## src/source/ooo_params.svh

```systemverilog
`ifndef OOO_PARAMS_SVH
`define OOO_PARAMS_SVH

// architectural register count for RV32I
`define OOO_NUM_REGS 32

// data path width
`define OOO_XLEN 32

// number of reorder buffer slots
`define OOO_ROB_DEPTH 8

// rob tag width
// tag 0 means no producer, tag k names slot k-1
`define OOO_TAG_W 4

`endif

```

## src/source/ooo_pkg.sv

```systemverilog
`include "ooo_params.svh"

package ooo_pkg;

    // one data word
    typedef logic [`OOO_XLEN-1:0] word_t;

    // architectural register index
    typedef logic [$clog2(`OOO_NUM_REGS)-1:0] reg_idx_t;

    // rob tag, zero is reserved for "no producer"
    typedef logic [`OOO_TAG_W-1:0] tag_t;

    // slot pointer inside the rob
    typedef logic [$clog2(`OOO_ROB_DEPTH)-1:0] rob_ptr_t;

    // lifetime of one rob entry
    typedef enum logic [1:0] {
        rob_empty,
        rob_busy,
        rob_done
    } rob_state_e;

endpackage

```

## src/source/ooo_if.sv

```systemverilog
`timescale 1ns/1ps

// head of the rob retiring into the register file
interface commit_if;
    logic              valid;
    ooo_pkg::reg_idx_t rd;
    ooo_pkg::word_t    value;
    ooo_pkg::tag_t     tag;

    modport source (output valid, rd, value, tag);
    modport sink   (input  valid, rd, value, tag);
endinterface

// two combinational read ports on the register file
interface regread_if;
    ooo_pkg::reg_idx_t rs1;
    ooo_pkg::reg_idx_t rs2;
    ooo_pkg::word_t    value1;
    ooo_pkg::word_t    value2;
    ooo_pkg::tag_t     tag1;
    ooo_pkg::tag_t     tag2;

    modport reader (output rs1, rs2, input value1, value2, tag1, tag2);
    modport source (input rs1, rs2, output value1, value2, tag1, tag2);
endinterface

// tag lookup into the rob for finished results
interface rob_lookup_if;
    ooo_pkg::tag_t  qtag1;
    ooo_pkg::tag_t  qtag2;
    logic           hit1;
    logic           hit2;
    ooo_pkg::word_t data1;
    ooo_pkg::word_t data2;

    modport requester (output qtag1, qtag2, input hit1, hit2, data1, data2);
    modport responder (input qtag1, qtag2, output hit1, hit2, data1, data2);
endinterface

```

## src/source/regfile.sv

```systemverilog
`timescale 1ns/1ps
`include "ooo_params.svh"

module regfile (
    input  logic              clk,
    input  logic              rst,
    input  logic              flush,
    commit_if.sink            cm,
    regread_if.source         rd_port,
    input  logic              load_tag,
    input  ooo_pkg::reg_idx_t tag_rd,
    input  ooo_pkg::tag_t     tag_new
);

    ooo_pkg::word_t vals [`OOO_NUM_REGS];
    ooo_pkg::tag_t  tags [`OOO_NUM_REGS];

    logic commit_wr;

    // x0 is never written, the read side hardwires it anyway
    assign commit_wr = cm.valid && (cm.rd != '0);

    always_ff @(posedge clk) begin
        if (rst) begin
            for (int i = 0; i < `OOO_NUM_REGS; i++) begin
                vals[i] <= '0;
                tags[i] <= '0;
            end
        end else begin
            // a commit in the flush cycle still lands
            if (commit_wr) begin
                vals[cm.rd] <= cm.value;
            end

            if (flush) begin
                for (int i = 0; i < `OOO_NUM_REGS; i++) begin
                    tags[i] <= '0;
                end
            end else begin
                // only drop the tag if no newer producer was renamed on top
                if (commit_wr && (tags[cm.rd] == cm.tag)) begin
                    tags[cm.rd] <= '0;
                end
                // later assignment, so a same-cycle dispatch keeps its new tag
                if (load_tag) begin
                    tags[tag_rd] <= tag_new;
                end
            end
        end
    end

    // read port 1
    always_comb begin
        if (rd_port.rs1 == '0) begin
            rd_port.value1 = '0;
            rd_port.tag1   = '0;
        end else begin
            rd_port.value1 = vals[rd_port.rs1];
            rd_port.tag1   = tags[rd_port.rs1];
        end
    end

    // read port 2
    always_comb begin
        if (rd_port.rs2 == '0) begin
            rd_port.value2 = '0;
            rd_port.tag2   = '0;
        end else begin
            rd_port.value2 = vals[rd_port.rs2];
            rd_port.tag2   = tags[rd_port.rs2];
        end
    end

endmodule

```

## src/source/rob.sv

```systemverilog
`timescale 1ns/1ps
`include "ooo_params.svh"

module rob (
    input  logic              clk,
    input  logic              rst,
    input  logic              flush,
    input  logic              alloc,
    input  ooo_pkg::reg_idx_t alloc_rd,
    output logic              alloc_ready,
    output ooo_pkg::tag_t     alloc_tag,
    input  logic              wb_valid,
    input  ooo_pkg::tag_t     wb_tag,
    input  ooo_pkg::word_t    wb_value,
    commit_if.source          cm,
    rob_lookup_if.responder   lk
);

    ooo_pkg::rob_state_e state [`OOO_ROB_DEPTH];
    ooo_pkg::reg_idx_t   dest  [`OOO_ROB_DEPTH];
    ooo_pkg::word_t      vals  [`OOO_ROB_DEPTH];

    ooo_pkg::rob_ptr_t head;
    ooo_pkg::rob_ptr_t tail;
    ooo_pkg::rob_ptr_t head_nxt;
    logic [$clog2(`OOO_ROB_DEPTH):0] count;

    logic              do_alloc;
    logic              do_commit;
    logic              wb_accept;
    ooo_pkg::rob_ptr_t wb_slot;

    // tag k lives in slot k-1
    function automatic ooo_pkg::rob_ptr_t tag_slot(input ooo_pkg::tag_t t);
        ooo_pkg::tag_t idx;
        idx = t - ooo_pkg::tag_t'(1);
        return ooo_pkg::rob_ptr_t'(idx);
    endfunction

    function automatic logic tag_valid(input ooo_pkg::tag_t t);
        return (t != '0) && (t <= ooo_pkg::tag_t'(`OOO_ROB_DEPTH));
    endfunction

    assign alloc_ready = (count != `OOO_ROB_DEPTH);
    assign alloc_tag   = ooo_pkg::tag_t'(tail) + ooo_pkg::tag_t'(1);
    assign do_alloc    = alloc && alloc_ready && !flush;

    // an empty slot is never done, so this also covers count == 0
    assign do_commit = (state[head] == ooo_pkg::rob_done);
    assign head_nxt  = do_commit ? head + 1'b1 : head;

    assign wb_slot   = tag_slot(wb_tag);
    assign wb_accept = wb_valid && tag_valid(wb_tag) && (state[wb_slot] == ooo_pkg::rob_busy);

    // head entry drives the commit bus directly
    assign cm.valid = do_commit;
    assign cm.rd    = dest[head];
    assign cm.value = vals[head];
    assign cm.tag   = ooo_pkg::tag_t'(head) + ooo_pkg::tag_t'(1);

    // only finished results count as hits
    assign lk.hit1  = tag_valid(lk.qtag1) && (state[tag_slot(lk.qtag1)] == ooo_pkg::rob_done);
    assign lk.hit2  = tag_valid(lk.qtag2) && (state[tag_slot(lk.qtag2)] == ooo_pkg::rob_done);
    assign lk.data1 = vals[tag_slot(lk.qtag1)];
    assign lk.data2 = vals[tag_slot(lk.qtag2)];

    always_ff @(posedge clk) begin
        if (rst) begin
            head  <= '0;
            tail  <= '0;
            count <= '0;
            for (int i = 0; i < `OOO_ROB_DEPTH; i++) begin
                state[i] <= ooo_pkg::rob_empty;
            end
        end else if (flush) begin
            // restart right behind whatever retires this cycle
            head  <= head_nxt;
            tail  <= head_nxt;
            count <= '0;
            for (int i = 0; i < `OOO_ROB_DEPTH; i++) begin
                state[i] <= ooo_pkg::rob_empty;
            end
        end else begin
            if (do_commit) begin
                state[head] <= ooo_pkg::rob_empty;
            end
            if (wb_accept) begin
                state[wb_slot] <= ooo_pkg::rob_done;
            end
            if (do_alloc) begin
                state[tail] <= ooo_pkg::rob_busy;
                tail        <= tail + 1'b1;
            end
            head <= head_nxt;
            if (do_alloc && !do_commit) begin
                count <= count + 1'b1;
            end else if (!do_alloc && do_commit) begin
                count <= count - 1'b1;
            end
        end
    end

    // payload, qualified by state above
    always_ff @(posedge clk) begin
        if (do_alloc) begin
            dest[tail] <= alloc_rd;
        end
        if (wb_accept) begin
            vals[wb_slot] <= wb_value;
        end
    end

endmodule

```

## src/source/operand_resolve.sv

```systemverilog
`timescale 1ns/1ps

module operand_resolve (
    input  ooo_pkg::reg_idx_t disp_rs1,
    input  ooo_pkg::reg_idx_t disp_rs2,
    regread_if.reader         rd_port,
    rob_lookup_if.requester   lk,
    output ooo_pkg::word_t    op1_value,
    output ooo_pkg::word_t    op2_value,
    output ooo_pkg::tag_t     op1_tag,
    output ooo_pkg::tag_t     op2_tag
);

    // committed value, finished rob value, or zero while waiting
    function automatic ooo_pkg::word_t pick_value(
        input ooo_pkg::tag_t  rf_tag,
        input ooo_pkg::word_t rf_value,
        input logic           rob_hit,
        input ooo_pkg::word_t rob_data
    );
        if (rf_tag == '0) begin
            return rf_value;
        end else if (rob_hit) begin
            return rob_data;
        end
        return '0;
    endfunction

    // tag survives only if the producer has not finished yet
    function automatic ooo_pkg::tag_t pick_tag(
        input ooo_pkg::tag_t rf_tag,
        input logic          rob_hit
    );
        return rob_hit ? '0 : rf_tag;
    endfunction

    assign rd_port.rs1 = disp_rs1;
    assign rd_port.rs2 = disp_rs2;

    // ask the rob about whoever the regfile says is pending
    assign lk.qtag1 = rd_port.tag1;
    assign lk.qtag2 = rd_port.tag2;

    assign op1_value = pick_value(rd_port.tag1, rd_port.value1, lk.hit1, lk.data1);
    assign op2_value = pick_value(rd_port.tag2, rd_port.value2, lk.hit2, lk.data2);
    assign op1_tag   = pick_tag(rd_port.tag1, lk.hit1);
    assign op2_tag   = pick_tag(rd_port.tag2, lk.hit2);

endmodule

```

## src/source/rename_core.sv

```systemverilog
`timescale 1ns/1ps

module rename_core (
    input  logic              clk,
    input  logic              rst,
    input  logic              flush,

    // dispatch
    input  logic              disp_valid,
    input  ooo_pkg::reg_idx_t disp_rd,
    input  ooo_pkg::reg_idx_t disp_rs1,
    input  ooo_pkg::reg_idx_t disp_rs2,
    output logic              disp_ready,
    output ooo_pkg::tag_t     disp_tag,

    // writeback
    input  logic              wb_valid,
    input  ooo_pkg::tag_t     wb_tag,
    input  ooo_pkg::word_t    wb_value,

    // resolved operands
    output ooo_pkg::word_t    op1_value,
    output ooo_pkg::word_t    op2_value,
    output ooo_pkg::tag_t     op1_tag,
    output ooo_pkg::tag_t     op2_tag,

    // commit
    output logic              commit_valid,
    output ooo_pkg::reg_idx_t commit_rd,
    output ooo_pkg::word_t    commit_value
);

    commit_if     cm_bus ();
    regread_if    rr_bus ();
    rob_lookup_if lk_bus ();

    logic disp_accept;
    logic load_tag;

    assign disp_accept = disp_valid && disp_ready;
    // x0 gets a rob slot but never a pending tag
    assign load_tag = disp_accept && (disp_rd != '0);

    regfile u_regfile (
        .clk      (clk),
        .rst      (rst),
        .flush    (flush),
        .cm       (cm_bus.sink),
        .rd_port  (rr_bus.source),
        .load_tag (load_tag),
        .tag_rd   (disp_rd),
        .tag_new  (disp_tag)
    );

    rob u_rob (
        .clk         (clk),
        .rst         (rst),
        .flush       (flush),
        .alloc       (disp_accept),
        .alloc_rd    (disp_rd),
        .alloc_ready (disp_ready),
        .alloc_tag   (disp_tag),
        .wb_valid    (wb_valid),
        .wb_tag      (wb_tag),
        .wb_value    (wb_value),
        .cm          (cm_bus.source),
        .lk          (lk_bus.responder)
    );

    operand_resolve u_resolve (
        .disp_rs1  (disp_rs1),
        .disp_rs2  (disp_rs2),
        .rd_port   (rr_bus.reader),
        .lk        (lk_bus.requester),
        .op1_value (op1_value),
        .op2_value (op2_value),
        .op1_tag   (op1_tag),
        .op2_tag   (op2_tag)
    );

    assign commit_valid = cm_bus.valid;
    assign commit_rd    = cm_bus.rd;
    assign commit_value = cm_bus.value;

endmodule

```

## config.mk

```make
export PLATFORM = sky130hd
export DESIGN_NAME = rename_core
export DESIGN_NICKNAME = d
export VERILOG_FILES = /design/src/source/ooo_pkg.sv /design/src/source/ooo_if.sv /design/src/source/regfile.sv /design/src/source/rob.sv /design/src/source/operand_resolve.sv /design/src/source/rename_core.sv
export VERILOG_INCLUDE_DIRS = /design/src /design/src/source
export SDC_FILE = /design/constraint.sdc
export NUM_CORES = 2
export LEC_CHECK = 0
export ABC_CLOCK_PERIOD_IN_PS = 11400
export BUFFER_PORTS_ARGS = -buffer_cell sky130_fd_sc_hd__buf_4
export CORE_MARGIN = 3
export CORE_UTILIZATION = 55
export CTS_BUF_LIST = sky130_fd_sc_hd__clkbuf_16
export DETAILED_ROUTE_END_ITERATION = 8
export GPL_TIMING_DRIVEN = 0
export PLACE_DENSITY_LB_ADDON = 0.25
export SYNTH_ARGS = -nofsm -noshare
export SYNTH_HDL_FRONTEND = slang
export SYNTH_HIERARCHICAL = 1
export SYNTH_SLANG_ARGS = --single-unit
```

## constraint.sdc

```tcl
create_clock -name clk -period 11.4 [get_ports clk]
set_clock_uncertainty 0.2 [all_clocks]
set_input_delay 2.28 -clock clk [delete_from_list [all_inputs] [get_ports clk]]
set_output_delay 2.28 -clock clk [all_outputs]
set_load 0.05 [all_outputs]
```

==> results.txt <==
----------------------------------------------------
[Routing]
  DRT Pass-1 Iters ... 6
  Routed wire length per instance ... 38.4 µm
  Drt via density ... 7.13
  DRC ... 0
  Total Wirelength ... between 200,000 and 300,000 µm
  Via count ... 55,148
  Iteration-0 DRC Markers ... around 8,800
  Number of nets with antenna violations after routing ... 0

[Critical path]
  Setup crit end kind ... output pin
  Endpoint of the worst register-to-register path ... u_regfile/vals[11][17]$_SDFFCE_PN0P_
  Startpoint of the most critical register-to-register path ... u_rob/head[0]$_SDFF_PP0_
  Reg2Reg Depth ... 13
  Data required time of the critical path ... 8.92 ns
  Slowest Stage Delay on Critical Path ... 1.14 ns
  Kind of start point of the critical path ... input port
  Worst setup path category ... in -> out
  Cells along the critical path ... buf_4, clkbuf_2, clkbuf_1, mux4_2, mux4_2, mux2i_1, nor2_1, buf_4, inv_1, ha_1, clkbuf_1, mux4_2, nand2_1, nand2_1, nand2_1, mux2i_1, buf_4
  Worst R2R Setup Slack ... between 2 and 3 ns
  Slowest library cell on the worst path ... clkbuf_1
  CP max FO ... 12
  Critical Path AT ... approximately 8.9 ns

[Power]
  Share of total power in combinational logic ... 0.165
  Cell Pwr Density ... about 150 nW/µm²
  Part of the total power dissipated in sequential elements ... 0.455
  Cell-internal power ... just under 10,000 µW
  Share of power burned in the clock network ... 0.380
  Switching Share ... 0.273
  PnR Total Power ... 13,600 µW
  Max rail drop VDD ... 0.000160 V
  Leak ... 0.0325 µW
  Net Switching ... approximately 3700 µW

[Synthesis]
  Largest cells by area after synthesis ... edfxtp_1, mux4_2, and2_1
  Number of flops mapped to enable cells by yosys ... 1,448
  Area share of the leading cell type in the synthesized netlist ... 0.535
  Register bit total from synthesis ... between 1,000 and 1,500
  Total number of yosys warnings ... 6
  Share of synthesized area occupied by flip-flops and latches ... 0.541
  Async set-reset flop share out of synthesis ... 0
  Avg Cell Area, Syn ... 15.3 µm²
  Most used flip-flop cell after synthesis ... edfxtp_1
  Mapped cell area ... ~81,000 µm²
  Count of cell types in the netlist ... 78
  Syn Inst Count ... 5,323
  Area leader, netlist ... edfxtp_1

[CTS]
  H-Tree Level Count ... 4
  Clock insertion delay at the later pin of the skew report ... 0.81 ns
  Clock root buffer master ... clkbuf_16
  Quantity of hold-fixing buffers added after cts ... 0
  Total CTS buffers ... 157
  CTS tree ... yes
  Clock transition at the register clock pins on the worst setup and hold paths after CTS ... 0.06 ns
  Longest Clk Path Bufs ... 3
  # clock sinks ... 1,474

[Placed design]
  HPWL reported at the end of detailed placement ... 212,000 µm
  Port Buf Inserts ... approximately 160
  Routability-driven placement congestion ratio ... 1.02

[STA]
  Maximum clock rate ... 0.0880 GHz
  Finish-stage setup viols ... 0
  Max Transition Viols Final ... 68
  Worst slew margin ... -0.0667
  Final sum of negative setup slack ... 0 ns
  RSZ-0062 raised after global routing ... no
  Shortest period the worst path allows ... 11.36 ns
  Share of the clock period used by the worst path after layout ... 0.997
  Worst slew pin tran ... 1.59 ns
  Number of endpoints with negative hold slack in the final report ... 0

[Floorplanning]
  Core Area ... 146,000 µm²
  Initial standard-cell utilization of the core ... 0.556
  Die H ... 390 µm
  Die ar. ... 152,000 µm²
  Io pins ... ~170
  Cell Rows ... 140
  Horizontal die dimension ... 390 µm

[Finish]
  Layout cell share with drive strength beyond 1 ... 0.261
  Final Net Count ... roughly 5,800
  Synthesis-to-layout area growth ... 11.5%

[Worst hold path]
  Hold path endpoint ... u_rob/count[3]$_SDFFE_PP0P_
  Hold_sp ... u_rob/count[3]$_SDFFE_PP0P_
  Hold depth ... 2
  Tightest Hold Check Type ... reg -> reg

[Global route]
  Number of global-route vias before repair ... about 54,000
  Pin count of the biggest net entering global routing ... 33
  GR Util All Layers ... 0.392
  Number of antenna violations at the first check in global routing ... 8
  Global-route wire length before repair ... 411,000 µm
  Remaining Overflow, GRT ... 0

[Job]
  Max-cap violation count ... 4

[Status]
  Status ... finished, violations left
  Violations in the final reports ... capacitance limit, slew limit

----------------------------------------------------
power groups by stage:
stage | clock [µW] | combinational [µW] | sequential (µW)
finish | 5170 | 2250 | 6190
global route | 5410 | 2290 | 6200
CTS | 5200 | 2180 | 6180
detailed placement | 0 | 2170 | 6290
global placement | 0 | 2160 | 6280
floorplan | 0 | 1380 | 6260
worst max path at each step:
| stage | from | to | slack, ns | cells after the start |
|---|---|---|---|---|
| floorplan | disp_rs2[0] | op2_value[0] | 1.44 | 19 |
| global placement | disp_rs1[0] | op1_value[10] | -2.30 | 20 |
| detailed placement | disp_rs1[0] | op1_value[10] | -2.19 | 20 |
| CTS | disp_rs2[0] | op2_value[9] | 0.02 | 19 |
| global route | disp_rs1[0] | op1_value[0] | 0.005 | 19 |
| finish | disp_rs2[1] | op2_value[8] | 0.04 | 17 |
placed cells by master, fill, tap and decap left out, drive strengths merged, types with 34 or more instances in the layout:
cell type  count
buf          306
mux2i        198
a221oi        45
edfxtp      1448
mux4         882
mux2          47
nand2        346
or2           34
clkbuf       569
and3          89
and2        1048
inv          121
o21ai         34
clkinv        62
nor2         184
metal layers:
metal | wire, µm | part of all wire | GRT usage | vias to the layer above
li1 | - | - | - | 21382
met1 | 94700 | 0.32 | 0.476 | 27857
met2 | 132000 | 0.44 | 0.586 | 4846
met3 | 45700 | 0.15 | 0.153 | 1061
met4 | 24700 | 0.083 | 0.260 | 2
met5 | 19 | 0.000064 | 0.00478 | -
worst max-delay path: cells and delay by family:
kind | cells | cell delay (ns)
adder cells (fa/ha/maj) | 1 | 0.53
AND/OR/NAND/NOR | 4 | 0.46
buffers and inverters | 7 | 3.33
multiplexers | 5 | 2.22
state kept, by name, summed over array words and instances (netlist names):
signal	count
u_rob/count	4
u_rob/tail	3
u_regfile/tags	128
u_rob/head	3
u_rob/dest	40
u_rob/vals	256
u_regfile/vals	1024
u_rob/state	16
kinds of logic (layout without fill, tap and decap cells):
group / Yosys count / in the layout / share of synthesized area
multiplexers: 1127 / 1127 / 0.276
AND/OR/NAND/NOR: 1807 / 1807 / 0.123
other: 1 / 40 / 0.0000461
XOR/XNOR: 14 / 14 / 0.00160
buffers and inverters: 637 / 1094 / 0.0324
AO/OA/AOI/OAI: 252 / 252 / 0.0239
flip-flops: 1474 / 1474 / 0.541
adder cells (fa/ha/maj): 11 / 11 / 0.00179
synthesized netlist by cell type, types with 16 or more instances:
| library cell | number |
|---|---|
| a22oi_1 | 32 |
| clkbuf_1 | 411 |
| o22ai_1 | 20 |
| nor2_1 | 183 |
| or2_2 | 34 |
| buf_4 | 20 |
| buf_1 | 67 |
| buf_2 | 33 |
| a21oi_1 | 25 |
| o21ai_0 | 32 |
| nand2_1 | 345 |
| nor3_1 | 16 |
| and3_1 | 89 |
| edfxtp_1 | 1448 |
| a221oi_1 | 45 |
| inv_1 | 88 |
| dfxtp_1 | 26 |
| a31o_1 | 32 |
| mux4_2 | 879 |
| mux2_2 | 46 |
| mux2i_1 | 198 |
| nor2b_1 | 21 |
| and2_1 | 1047 |
cell type report:
class / count / area (µm²)
Fill cell: 10700 / 55700
Sequential cell: 1474 / 44000
Multi-Input combinational cell: 3243 / 34800
Clock buffer: 162 / 4050
Tap cell: 1917 / 2400
Buffer: 541 / 2380
Timing Repair Buffer: 179 / 1510
Clock inverter: 122 / 1100
Inverter: 90 / 338
Antenna cell: 8 / 20.0
timing repair:
item,4_1_cts,5_1_grt
buffers inserted,0,0
endpoints found under the setup margin,72,33
gates resized for setup,48,14
stage by stage:
stage | setup WS, ns | instances | instance area (µm²) | utilization | hold WS [ns]
2_1_floorplan | 1.44 | 5354 | 81400 | - | 0.253
3_3_place_gp | -2.30 | 7430 | 85000 | 0.581 | 0.271
3_5_place_dp | -2.19 | 7448 | 85300 | 0.583 | 0.288
4_1_cts | 0.0170 | 7728 | 90500 | 0.619 | 0.296
5_1_grt | 0.00531 | 7731 | 90600 | 0.619 | 0.347
6_report | 0.0375 | 7736 | 90600 | 0.619 | 0.299
No activity file was read; power rests on OpenSTA's default activity.
